**config.mk**
```make
export PLATFORM = sky130hd
export DESIGN_NAME = mapper_mmc1
export DESIGN_NICKNAME = d
export VERILOG_FILES = /design/src/verilog/mmc1_pkg.sv /design/src/verilog/mmc1_regs.sv /design/src/verilog/mmc1_prg_map.sv /design/src/verilog/mmc1_chr_map.sv /design/src/verilog/mapper_mmc1.sv
export SDC_FILE = /design/constraint.sdc
export NUM_CORES = 1
export LEC_CHECK = 0
export BUFFER_PORTS_ARGS = -buffer_cell sky130_fd_sc_hd__buf_2
export CAP_MARGIN = 20
export CORE_MARGIN = 1
export CORE_UTILIZATION = 41
export DETAILED_ROUTE_END_ITERATION = 8
export PLACE_DENSITY = 0.86
export SLEW_MARGIN = 5
export SYNTH_ARGS = -nofsm -noshare
export SYNTH_HDL_FRONTEND = slang
export SYNTH_SLANG_ARGS = --single-unit
```
**constraint.sdc**
```tcl
create_clock -name m2 -period 1.4 [get_ports m2]
set_clock_uncertainty 0.1 [all_clocks]
set_input_delay 0.07 -clock m2 [delete_from_list [all_inputs] [get_ports m2]]
set_output_delay 0.07 -clock m2 [all_outputs]
set_load 0.05 [all_outputs]
```
**src/verilog/mmc1_pkg.sv**
```systemverilog
package mmc1_pkg;

    ////////////////////////////////////////////////////////////////////////////
    // widths
    ////////////////////////////////////////////////////////////////////////////

    localparam int reg_width      = 5;
    localparam int sst_addr_width = 3;
    localparam int prg_sel_width  = 4;   // 16 KiB bank number.
    localparam int chr_sel_width  = 5;   // 4 KiB bank number.
    localparam int prg_page_bits  = 14;
    localparam int chr_page_bits  = 12;
    localparam int wram_addr_bits = 13;

    ////////////////////////////////////////////////////////////////////////////
    // save-state map
    ////////////////////////////////////////////////////////////////////////////

    localparam logic [sst_addr_width-1:0] sst_shift   = 3'd0;
    localparam logic [sst_addr_width-1:0] sst_control = 3'd1;
    localparam logic [sst_addr_width-1:0] sst_chr0    = 3'd2;
    localparam logic [sst_addr_width-1:0] sst_chr1    = 3'd3;
    localparam logic [sst_addr_width-1:0] sst_prg     = 3'd4;

    localparam logic [7:0] sst_none_value = 8'hff;

    ////////////////////////////////////////////////////////////////////////////
    // reset values and codes
    ////////////////////////////////////////////////////////////////////////////

    // marker bit walks down to bit 0 after four shifts.
    localparam logic [reg_width-1:0] shift_reset_value   = 5'b10000;
    localparam logic [reg_width-1:0] control_reset_value = 5'b01100;

    // control[1:0].
    localparam logic [1:0] mirror_one_low    = 2'd0;
    localparam logic [1:0] mirror_one_high   = 2'd1;
    localparam logic [1:0] mirror_vertical   = 2'd2;
    localparam logic [1:0] mirror_horizontal = 2'd3;

    // codes 0 and 1 of control[3:2] both switch 32 KiB.
    localparam logic [1:0] prg_mode_32k       = 2'd0;
    localparam logic [1:0] prg_mode_fix_first = 2'd2;
    localparam logic [1:0] prg_mode_fix_last  = 2'd3;

endpackage

```
**src/verilog/mmc1_regs.sv**
```systemverilog
`timescale 1ns/1ps

module mmc1_regs (
    input  logic                                 m2,
    input  logic                                 reset,
    input  logic [15:0]                          cpu_addr,
    input  logic                                 cpu_rw,
    input  logic [7:0]                           cpu_data_in,
    input  logic                                 sst_enable,
    input  logic                                 sst_we,
    input  logic [mmc1_pkg::sst_addr_width-1:0]  sst_addr,
    input  logic [7:0]                           sst_data_in,
    output logic [7:0]                           sst_data_out,
    output logic [mmc1_pkg::reg_width-1:0]       control,
    output logic [mmc1_pkg::reg_width-1:0]       chr_bank_0,
    output logic [mmc1_pkg::reg_width-1:0]       chr_bank_1,
    output logic [mmc1_pkg::reg_width-1:0]       prg_bank
);

    localparam logic [mmc1_pkg::reg_width-1:0] fix_last_bits =
        {1'b0, mmc1_pkg::prg_mode_fix_last, 2'b00};

    logic [mmc1_pkg::reg_width-1:0] shift;
    logic [mmc1_pkg::reg_width-1:0] shift_next;
    logic [mmc1_pkg::reg_width-1:0] sst_value;
    logic                           cpu_write;
    logic                           sst_write;
    logic                           load_reset;
    logic                           load_done;

    assign cpu_write  = cpu_addr[15] && !cpu_rw;   // any write to $8000-$FFFF.
    assign sst_write  = sst_enable && sst_we;
    assign load_reset = cpu_data_in[7];
    assign load_done  = shift[0];                  // marker reached the bottom.

    // serial data enters at the top.
    assign shift_next = {cpu_data_in[0], shift[mmc1_pkg::reg_width-1:1]};
    assign sst_value  = sst_data_in[mmc1_pkg::reg_width-1:0];

    ////////////////////////////////////////////////////////////////////////////
    // load register and mapper registers
    ////////////////////////////////////////////////////////////////////////////

    always_ff @(negedge m2) begin
        if (reset) begin
            shift      <= mmc1_pkg::shift_reset_value;
            control    <= mmc1_pkg::control_reset_value;
            chr_bank_0 <= '0;
            chr_bank_1 <= '0;
            prg_bank   <= '0;
        end else if (sst_enable) begin
            if (sst_write) begin
                case (sst_addr)
                    mmc1_pkg::sst_shift:   shift      <= sst_value;
                    mmc1_pkg::sst_control: control    <= sst_value;
                    mmc1_pkg::sst_chr0:    chr_bank_0 <= sst_value;
                    mmc1_pkg::sst_chr1:    chr_bank_1 <= sst_value;
                    mmc1_pkg::sst_prg:     prg_bank   <= sst_value;
                    default: begin
                        shift <= shift;   // unused slots ignore writes.
                    end
                endcase
            end
        end else if (cpu_write) begin
            if (load_reset) begin
                shift   <= mmc1_pkg::shift_reset_value;
                control <= control | fix_last_bits;   // back to fix-last mode.
            end else if (load_done) begin
                case (cpu_addr[14:13])
                    2'd0: control    <= shift_next;
                    2'd1: chr_bank_0 <= shift_next;
                    2'd2: chr_bank_1 <= shift_next;
                    2'd3: prg_bank   <= shift_next;
                endcase
                shift <= mmc1_pkg::shift_reset_value;
            end else begin
                shift <= shift_next;
            end
        end
    end

    ////////////////////////////////////////////////////////////////////////////
    // save-state readback
    ////////////////////////////////////////////////////////////////////////////

    always_comb begin
        case (sst_addr)
            mmc1_pkg::sst_shift:   sst_data_out = 8'(shift);
            mmc1_pkg::sst_control: sst_data_out = 8'(control);
            mmc1_pkg::sst_chr0:    sst_data_out = 8'(chr_bank_0);
            mmc1_pkg::sst_chr1:    sst_data_out = 8'(chr_bank_1);
            mmc1_pkg::sst_prg:     sst_data_out = 8'(prg_bank);
            default:               sst_data_out = mmc1_pkg::sst_none_value;
        endcase
    end

endmodule

```
**src/verilog/mmc1_prg_map.sv**
```systemverilog
`timescale 1ns/1ps

module mmc1_prg_map #(
    parameter int addr_bits = 20
) (
    input  logic [15:0]                    cpu_addr,
    input  logic                           cpu_rw,
    input  logic [1:0]                     prg_mode,
    input  logic [mmc1_pkg::reg_width-1:0] prg_bank,
    input  logic                           prg_outer,
    output logic [addr_bits-1:0]           prg_addr,
    output logic                           prg_oe,
    output logic                           prg_we,
    output logic                           wram_ce
);

    logic [mmc1_pkg::prg_sel_width-1:0] prg_sel;
    logic [mmc1_pkg::prg_sel_width-1:0] bank_low;
    logic                               upper_half;
    logic                               wram_window;

    assign upper_half  = cpu_addr[14];                     // $C000-$FFFF.
    assign bank_low    = prg_bank[mmc1_pkg::prg_sel_width-1:0];
    assign wram_window = (cpu_addr[15:13] == 3'b011);      // $6000-$7FFF.

    // bit 4 of prg_bank disables work RAM.
    assign wram_ce = wram_window && !prg_bank[4];

    ////////////////////////////////////////////////////////////////////////////
    // 16 KiB bank select
    ////////////////////////////////////////////////////////////////////////////

    always_comb begin
        if (prg_mode[1] == mmc1_pkg::prg_mode_32k[1]) begin
            prg_sel = {bank_low[mmc1_pkg::prg_sel_width-1:1], upper_half};
        end else if (prg_mode == mmc1_pkg::prg_mode_fix_first) begin
            prg_sel = upper_half ? bank_low : '0;
        end else begin
            prg_sel = upper_half ? '1 : bank_low;   // last bank at $C000.
        end
    end

    always_comb begin
        if (wram_ce) begin
            prg_addr = addr_bits'(cpu_addr[mmc1_pkg::wram_addr_bits-1:0]);
        end else begin
            prg_addr = addr_bits'({prg_outer, prg_sel,
                                   cpu_addr[mmc1_pkg::prg_page_bits-1:0]});
        end
    end

    assign prg_oe = cpu_rw && (cpu_addr[15] || wram_ce);
    assign prg_we = !cpu_rw && wram_ce;   // ROM is never written.

endmodule

```
**src/verilog/mmc1_chr_map.sv**
```systemverilog
`timescale 1ns/1ps

module mmc1_chr_map #(
    parameter int addr_bits = 20
) (
    input  logic [13:0]                    ppu_addr,
    input  logic                           ppu_rd,
    input  logic                           ppu_wr,
    input  logic                           chr_ram,
    input  logic                           chr_mode,
    input  logic [1:0]                     mirror,
    input  logic [mmc1_pkg::reg_width-1:0] chr_bank_0,
    input  logic [mmc1_pkg::reg_width-1:0] chr_bank_1,
    output logic [addr_bits-1:0]           chr_addr,
    output logic                           chr_oe,
    output logic                           chr_we,
    output logic                           ciram_ce,
    output logic                           ciram_a10,
    output logic                           prg_outer
);

    logic [mmc1_pkg::chr_sel_width-1:0] chr_sel;
    logic                               upper_half;

    assign upper_half = ppu_addr[12];   // $1000-$1FFF.

    ////////////////////////////////////////////////////////////////////////////
    // 4 KiB bank select
    ////////////////////////////////////////////////////////////////////////////

    always_comb begin
        if (!chr_mode) begin
            chr_sel = {chr_bank_0[mmc1_pkg::chr_sel_width-1:1], upper_half};   // 8 KiB.
        end else if (upper_half) begin
            chr_sel = chr_bank_1;
        end else begin
            chr_sel = chr_bank_0;
        end
    end

    // SUROM uses the top CHR bit as PRG A18.
    assign prg_outer = chr_sel[mmc1_pkg::chr_sel_width-1];

    always_comb begin
        if (chr_ram) begin
            chr_addr = addr_bits'(ppu_addr[12:0]);   // 8 KiB RAM, no banking.
        end else begin
            chr_addr = addr_bits'({chr_sel, ppu_addr[mmc1_pkg::chr_page_bits-1:0]});
        end
    end

    assign chr_oe   = !ppu_rd;
    assign chr_we   = chr_ram && !ppu_wr;
    assign ciram_ce = !ppu_addr[13];

    // nametable mirroring.
    always_comb begin
        case (mirror)
            mmc1_pkg::mirror_one_low:    ciram_a10 = 1'b0;
            mmc1_pkg::mirror_one_high:   ciram_a10 = 1'b1;
            mmc1_pkg::mirror_vertical:   ciram_a10 = ppu_addr[10];
            mmc1_pkg::mirror_horizontal: ciram_a10 = ppu_addr[11];
            default:                     ciram_a10 = 1'b0;
        endcase
    end

endmodule

```
**src/verilog/mapper_mmc1.sv**
```systemverilog
`timescale 1ns/1ps

module mapper_mmc1 #(
    parameter int addr_bits = 20
) (
    input  logic                                 m2,
    input  logic                                 reset,

    // cpu bus.
    input  logic [15:0]                          cpu_addr,
    input  logic                                 cpu_rw,
    input  logic [7:0]                           cpu_data_in,
    output logic [addr_bits-1:0]                 prg_addr,
    output logic                                 prg_oe,
    output logic                                 prg_we,
    output logic                                 wram_ce,

    // ppu bus.
    input  logic [13:0]                          ppu_addr,
    input  logic                                 ppu_rd,
    input  logic                                 ppu_wr,
    input  logic                                 chr_ram,
    output logic [addr_bits-1:0]                 chr_addr,
    output logic                                 chr_oe,
    output logic                                 chr_we,
    output logic                                 ciram_ce,
    output logic                                 ciram_a10,

    // save state.
    input  logic                                 sst_enable,
    input  logic                                 sst_we,
    input  logic [mmc1_pkg::sst_addr_width-1:0]  sst_addr,
    input  logic [7:0]                           sst_data_in,
    output logic [7:0]                           sst_data_out
);

    logic [mmc1_pkg::reg_width-1:0] control;
    logic [mmc1_pkg::reg_width-1:0] chr_bank_0;
    logic [mmc1_pkg::reg_width-1:0] chr_bank_1;
    logic [mmc1_pkg::reg_width-1:0] prg_bank;
    logic                           prg_outer;   // from chr side.

    ////////////////////////////////////////////////////////////////////////////
    // registers
    ////////////////////////////////////////////////////////////////////////////

    mmc1_regs i_regs (
        .m2           (m2),
        .reset        (reset),
        .cpu_addr     (cpu_addr),
        .cpu_rw       (cpu_rw),
        .cpu_data_in  (cpu_data_in),
        .sst_enable   (sst_enable),
        .sst_we       (sst_we),
        .sst_addr     (sst_addr),
        .sst_data_in  (sst_data_in),
        .sst_data_out (sst_data_out),
        .control      (control),
        .chr_bank_0   (chr_bank_0),
        .chr_bank_1   (chr_bank_1),
        .prg_bank     (prg_bank)
    );

    ////////////////////////////////////////////////////////////////////////////
    // translators
    ////////////////////////////////////////////////////////////////////////////

    mmc1_prg_map #(
        .addr_bits (addr_bits)
    ) i_prg (
        .cpu_addr  (cpu_addr),
        .cpu_rw    (cpu_rw),
        .prg_mode  (control[3:2]),
        .prg_bank  (prg_bank),
        .prg_outer (prg_outer),
        .prg_addr  (prg_addr),
        .prg_oe    (prg_oe),
        .prg_we    (prg_we),
        .wram_ce   (wram_ce)
    );

    mmc1_chr_map #(
        .addr_bits (addr_bits)
    ) i_chr (
        .ppu_addr   (ppu_addr),
        .ppu_rd     (ppu_rd),
        .ppu_wr     (ppu_wr),
        .chr_ram    (chr_ram),
        .chr_mode   (control[4]),
        .mirror     (control[1:0]),
        .chr_bank_0 (chr_bank_0),
        .chr_bank_1 (chr_bank_1),
        .chr_addr   (chr_addr),
        .chr_oe     (chr_oe),
        .chr_we     (chr_we),
        .ciram_ce   (ciram_ce),
        .ciram_a10  (ciram_a10),
        .prg_outer  (prg_outer)
    );

endmodule

```
==> results, run 1 <==
- The vertical extent of the die is 72.1 um.
- Along the worst path, the maximum fanout reaches 3.
- The checks that failed: setup timing.
- The largest vdd supply drop is 0.000388 V.
- The ratio of cells with drive above 1 in the final layout is 60.8%.
- Per report_power, the combinational group accounts for 37.1% of the total.
- The switching component of the power is 1.07 mW.
- The worst setup path is captured at an output pin.
- At the worst endpoint, the arrival time is 2.15 ns.
- The register share of total power is 30.6%.
- The number of placed instances, taps included, is 391.
- For this configuration, the core starts out at a cell density of 42.6%.
- For this run, asynchronously set or reset flops after synthesis account for 0%.
- The post-route antenna net violation count is 0.
- The internal power of the cells is 1.40 mW.
- The share of synthesized area occupied by flip-flops and latches is 24.9%.
- The HPWL after detailed placement is 4610 um.
- The worst register-to-register path begins at i_regs.shift[0].
- The die covers 5190 sq um.
- The number of enable-type register cells in the synthesized netlist is 0.
- The number of detailed-route iterations in the first pass is 5.
- Across the run, the number of max-cap violations was 0.
- The setup slack after layout is -0.923 ns.
- Net switching is 43.2% of the power.
- The required time of the critical path is 1.23 ns.
- The count of synthesis-stage warnings from yosys is 0.
- Counting along the longest clock path gives a buffer depth of 2.
- The clock share of power is 32.2%.
- The number of global-route vias before repair is 2341.
- The initial antenna violation count is 0.
- The clock slew at the register clock pins of the worst setup and hold paths is 0.03 ns.
- The number of buffers inserted during clock tree synthesis is 3.
- The mean area per synthesized cell is 7.77 sq um.
- For the worst flop-to-flop path, the logic depth is 4.
- The core occupancy in the finished layout is roughly 74%.
- The static power due to leakage is 1.57 nW.
- The worst setup path is launched from a flip-flop.
- The global-route congestion overflow total is 0.
- The total count of max-transition violations in the final report is 0.
- The via density per instance is around 5.6.
- The floorplan has 25 rows.
- The final setup violation count is 45.
- The cell taking the most area after synthesis is sky130_fd_sc_hd__dfxtp_1.
- The number of vias in the routed layout is ~2400.
- CTS saw 25 sinks.
- By area the synthesized netlist is led by sky130_fd_sc_hd__dfxtp_1 (25%), sky130_fd_sc_hd__buf_4 (12%), sky130_fd_sc_hd__a21oi_1 (5.2%).
- For this block, the routed nets add up to 7780 um of wire.
- After the flow finishes, the layout carries non-filler instances totaling 427.
- Power comes to 2.46 mW.
- The ratio of total power to cell area is between 700 and 800 nW/um^2.
- The first element of the critical path is i_regs.shift[1].
- 112 I/O pins were placed.
- After detailed routing, the number of remaining DRC violations is 0.
- From synthesis to final layout, the design area changed by 72.7%.
- Entering global routing, the biggest net connects 21 pins.
- The width of the chip is 72.1 um.
- The layout has 293 filler cells.
- In this run the standard cell core region covers around 4700 sq um.
- The flop and latch count out of synthesis is 25.
- The flow ran to the end, but the final reports show violations.
- The count of inserted antenna diode cells is 0.
- The post-placement worst setup slack is -0.776 ns.
- Yosys mapped the design onto between 40 and 50 distinct sky130hd cell types.
- The number of violations reported at the end of detailed-routing iteration 0 is 253.
- The min-delay analysis places its worst path in the category in2out.
- The most used flip-flop cell after synthesis is sky130_fd_sc_hd__dfxtp_1.
- The count of final hold-check violations was 0.
- The net count of the finished layout is 418.
- CTS built an H-tree with a depth of 1.
- The reg-to-reg endpoint is i_regs.prg_bank[0].
- Following the worst setup path forward leads to its endpoint at sst_data_out[1].
- For the worst-skew pair, the clock arrives at the later sink with an insertion delay of ~0.37 ns.
- After synthesis the cells add up to between 2000 and 2500 sq um.
- The critical path is of the reg2out type.
- Setup repair after global routing could not meet its margin everywhere.
- The routability congestion estimate from global placement is 0.911.
- The root buffer cell chosen for the clock tree is sky130_fd_sc_hd__clkbuf_8.
- The overall routing resource usage is 27.8%.
- During placement, the flow inserted port buffers numbering 52.
- TritonCTS built the clock tree.
- The area fraction of the dominant cell type after synthesis is between 20% and 30%.
- Hold repair after CTS inserted 0 buffers.
- The wire length of the first global-routing pass is 11100 um.
- The routed length per placed instance is between 15 and 20 um.
- In the synthesized netlist, the number of instances is 259.
- The register-to-register setup slack is -0.12 ns.
-- final cells by class --
cell class / instances / area (sq um) / share of cell area [%]
timing repair buffer: 115 / 966 / 27.8
tap: 67 / 83.8 / 2.41
inverter: 8 / 30.0 / 0.864
sequential: 25 / 523 / 15.1
multi-input combinational: 183 / 1730 / 49.9
clock buffer: 3 / 41.3 / 1.19
clock inverter: 26 / 97.6 / 2.81
-- layer usage --
layer / track usage, % / vias to the layer above / wire (um)
met5: 0 / - / 0
met4: 16.8 / 0 / 263
met3: 7.50 / 36 / 558
met2: 48.4 / 145 / 3910
met1: 30.0 / 1143 / 3040
li1: - / 1079 / -
-- worst max-delay path, cell delays in order (launching register included) --
cell	delay, ns
sky130_fd_sc_hd__dfxtp_1	0.38
sky130_fd_sc_hd__mux2i_1	0.11
sky130_fd_sc_hd__a21oi_1	0.24
sky130_fd_sc_hd__o22a_2	0.21
sky130_fd_sc_hd__buf_6	0.16
-- kinds of logic after synthesis --
kind of cell | Yosys count | synth area share, %
buf+inv | 55 | 16.7
mux | 23 | 13.2
other cells | 1 | 0.186
compound gates | 67 | 21.0
flops | 25 | 24.9
simple gates | 88 | 24.0
-- sequential cells by signal, indices dropped and copies added (netlist names) --
signal             cells
i_regs.shift           5
i_regs.prg_bank        5
i_regs.control         5
i_regs.chr_bank_1      5
i_regs.chr_bank_0      5
-- per-stage QoR --
step | area (sq um) | hold slack, ns | TNS, ns
after floorplan | 2410 | 0.0921 | -21.90
after global placement | 2840 | 0.0403 | -26.72
after detailed placement | 2840 | 0.0403 | -27.79
after CTS | 3320 | 0.0403 | -22.53
after global routing | 3470 | 0.0401 | -24.94
final | 3470 | 0.0400 | -23.91
-- what timing repair did --
| action | 4_1_cts | 5_1_grt |
|---|---|---|
| resized for setup | 89 | 36 |
| endpoints found under the hold margin | 0 | 0 |
| endpoints found under the setup margin | 45 | 45 |
| pin swaps | 15 | 15 |
| setup buffers | 5 | 5 |
| gates cloned | 1 | 0 |
-- synthesized netlist by cell type, drive strengths merged, types with 4 or more instances --
library cell / count
a21oi: 22
buf: 39
clkbuf: 7
dfxtp: 25
inv: 9
mux2: 14
mux2i: 9
nand2: 19
nand2b: 11
nand3: 4
nor2: 19
nor2b: 15
nor4: 4
o21ai: 18
o22ai: 4
o31ai: 4
-- worst min-delay path by stage --
stage                           start      endpoint  slack, ns  cells past startpoint
after CTS                 ppu_addr[2]   chr_addr[2]       0.04                      0
final                     ppu_addr[1]   chr_addr[1]       0.04                      0
after detailed placement  ppu_addr[2]   chr_addr[2]       0.04                      0
after global routing      ppu_addr[1]   chr_addr[1]       0.04                      0
after global placement    ppu_addr[2]   chr_addr[2]       0.04                      0
after floorplan               chr_ram  chr_addr[13]       0.09                      1
-- placed cells by master (no fill, tap or decap), types with 6 or more instances in the layout --
cell	instances
sky130_fd_sc_hd__a21oi_1	6
sky130_fd_sc_hd__nor2b_1	12
sky130_fd_sc_hd__buf_2	29
sky130_fd_sc_hd__a21oi_2	9
sky130_fd_sc_hd__mux2i_1	6
sky130_fd_sc_hd__mux2_4	14
sky130_fd_sc_hd__o21ai_1	10
sky130_fd_sc_hd__nand2_1	12
sky130_fd_sc_hd__buf_6	30
sky130_fd_sc_hd__dfxtp_1	13
sky130_fd_sc_hd__buf_4	49
sky130_fd_sc_hd__dfxtp_2	9
sky130_fd_sc_hd__o21ai_4	7
sky130_fd_sc_hd__a21oi_4	7
sky130_fd_sc_hd__inv_1	34
sky130_fd_sc_hd__nor2_1	14
sky130_fd_sc_hd__nand2b_1	9
-- power by group through the flow --
stage                     registers (mW)  logic [mW]  clock network (mW)
after floorplan                    0.766       0.691               0.113
after global placement             0.763       0.720               0.113
after detailed placement           0.764       0.737               0.113
after CTS                          0.754       0.848               0.743
after global routing               0.755       0.948               0.902
final                              0.755       0.915               0.794
Power figures use the tool's default switching activity.
==> inputs of run 2 (changes only) <==
==> constraint.sdc (replaced) <==
create_clock -name m2 -period 1.4 [get_ports m2]
set_clock_uncertainty 0.1 [all_clocks]
set_input_delay 0.07 -clock m2 [delete_from_list [all_inputs] [get_ports m2]]
set_output_delay 0.07 -clock m2 [all_outputs]
set_load 0.01 [all_outputs]
==> run 2 against run 1 <==
The run still ends with setup timing left. Clock-buffer cell count unchanged. Power fell by 9.3%. Utilization decreased by 3.1 points. Critical path depth did not move. Worst hold slack about the same. Largest power group is now the clock network. Highest routed layer unchanged.
==> results, run 2 (synthesized netlist as in run 1, its figures left out) <==
- The flow ran to the end, but the final reports show violations.
- The checks that failed: setup timing.
- The aggregate routed wire length is 7620 um.
- The number of buffers inserted during clock tree synthesis is 3.
- The count of inserted antenna diode cells is 0.
- The initial antenna violation count is 0.
- The placeable core region is 4720 sq um.
- The final instance count without filler cells is 430.
- The ratio of cells with drive above 1 in the final layout is 60.6%.
- The cell count along the critical path is 4.
- The number of buffers added on ports is 52.
- Summing all flip-flop and latch instances after layout gives 520 sq um.
- The routability congestion estimate from global placement is 0.879.
- The worst hold path passes through 0 cells.
- The floorplan has 25 rows.
- In this run the power density over the cells is 672 nW/um^2.
- The number of top-level design ports is 112.
- In this run the remaining antenna-violating nets after routing total 0.
- The clock latency of the later-clocked register in the worst-skew pair is 0.37 ns.
- The vertical extent of the die is ~70 um.
- The signal on the critical path passes through o21a_1, o22ai_2, o21ai_2, buf_2.
- The static power due to leakage is 1.59 nW.
- The critical path is of the reg2out type.
- The count of max-cap constraint violations is 0.
- At the end of the flow, the number of nets in the layout was 421.
- The endpoint arrival time on the critical path is 2.07 ns.
- The total count of max-transition violations in the final report is 0.
- In this run, the number of DRC markers left after iteration 0 of detailed routing was 154.
- The area added between synthesis and finish is 65.4%.
- The number of vias in the routed layout is between 2000 and 2500.
- The nature of the critical path startpoint is a flip-flop.
- The number of cells on the worst reg-to-reg path is 4.
- The number of global-route vias before repair came to around 2400.
- Counting the fill cells in the layout gives 318.
- The worst-case IR drop observed on VDD is 0.000439 V.
- Across every metal layer, demand over resource in global routing totals a little over a quarter.
- The starting density of the core is 42.6%.
- The TritonCTS clock tree is done.
- The die footprint is 5190 sq um.
- The number of buffers added to fix hold violations after cts is 0.
- The path class of the tightest hold or removal check is in2out.
- The HPWL after detailed placement is 4370 um.
- The CTS sink count is 25.
- The clock passes through at most 2 buffers.
- The via density per instance is 5.55.
- Among all stages on the critical path, the largest delay is contributed by sky130_fd_sc_hd__dfxtp_1.
- The final-layout setup total negative slack is -23.48 ns.
- The count of final hold-check violations is 0.
- The required time of the critical path is roughly 1.2 ns.
- Counting tap cells, the placed design contains a total of between 300 and 400 instances.
- Summing all multi-input logic gate instances after layout gives between 1500 and 2000 sq um.
- The global-route congestion overflow total is 0.
- The root buffer selected by CTS is sky130_fd_sc_hd__clkbuf_8.
- The pin count of the biggest net entering global routing is 16.
- The DRC violation count after routing is 0.
- The floorplan step set the die width to 72.1 um.
- The post-placement worst setup slack is -0.775 ns.
- Setup repair after global routing could not meet its margin everywhere.
- The cell family contributing the most delay on the critical path is compound AO/OA/AOI/OAI gates.
- The routed length per placed instance is around 18 um.
- In the layout the commonest cells are sky130_fd_sc_hd__buf_4 (48), sky130_fd_sc_hd__buf_2 (44), sky130_fd_sc_hd__inv_1 (33).
- In this run the number of H-tree levels came out at 1.
- The library cell used most frequently in the layout, excluding fill and tap cells, is sky130_fd_sc_hd__buf_4.
- Setup slack on the critical path of the routed design comes to -0.837 ns.
- The final setup violation count is 45.
- The number of buffers and inverters on the critical path is 1.
- The first global-routing pass estimated 11000 um of wire.
- The number of detailed-route iterations in the first pass is 5.
- The maximum fanout encountered on the critical timing path is 4.
- STA classifies the critical path endpoint as an output pin.
- Clock-pin slew was measured on the worst setup and hold paths at 0.05 ns.
- For this run, the slowest stage of the critical path takes 0.36 ns.
==> run 2: cell count changes in the layout (fill, tap and decap cells not counted), moves of 3 or more <==
| cell | before | now |
|---|---|---|
| sky130_fd_sc_hd__a21oi_4 | 7 | 3 |
| sky130_fd_sc_hd__buf_2 | 29 | 44 |
| sky130_fd_sc_hd__buf_6 | 30 | 19 |
| sky130_fd_sc_hd__nor2_2 | 1 | 4 |
| sky130_fd_sc_hd__o21ai_0 | 0 | 3 |
| sky130_fd_sc_hd__o21ai_2 | 1 | 7 |
| sky130_fd_sc_hd__o21ai_4 | 7 | 0 |
==> run 2: layer usage <==
metal	wire, um	GRT usage [%]
met1	2990	29.6
met2	3880	48.3
met3	521	6.11
met4	229	15.3
met5	0	0
==> run 2: worst paths after layout <==
check | end | slack (ns) | startpoint
hold / removal | chr_addr[2] | 0.04 | ppu_addr[2]
setup reg to reg | i_regs.chr_bank_1[4] | -0.12 | i_regs.shift[0]
setup / recovery | sst_data_out[3] | -0.84 | i_regs.prg_bank[3]
hold reg to reg | i_regs.control[0] | 0.47 | i_regs.control[0]
==> run 2: layout make-up <==
cell class	count	share of cell area, %
clock inverter	26	2.93
inverter	8	0.902
sequential	25	15.6
timing repair buffer	118	27.9
multi-input combinational	183	48.9
tap	67	2.52
clock buffer	3	1.24
==> run 2: metrics by stage <==
step / hold slack [ns] / utilization [%] / instance area, sq um / total power, mW
after floorplan: 0.0660 / - / 2190 / 1.24
after global placement: 0.0401 / 55.4 / 2620 / 1.36
after detailed placement: 0.0401 / 55.4 / 2620 / 1.37
after CTS: 0.0401 / 66.7 / 3150 / 2.11
after global routing: 0.0400 / 70.5 / 3330 / 2.36
final: 0.0400 / 70.5 / 3330 / 2.24
==> run 2: timing repair <==
item / in CTS / in global routing
pin swaps: 22 / 22
buffers inserted: 10 / 5
setup endpoints to repair: 45 / 45
gates cloned: 1 / 1
gates resized for setup: 79 / 33
==> run 2: where the power goes <==
group          internal, mW  switching (mW)
combinational         0.336           0.343
sequential            0.734          0.0230
clock                 0.292           0.508
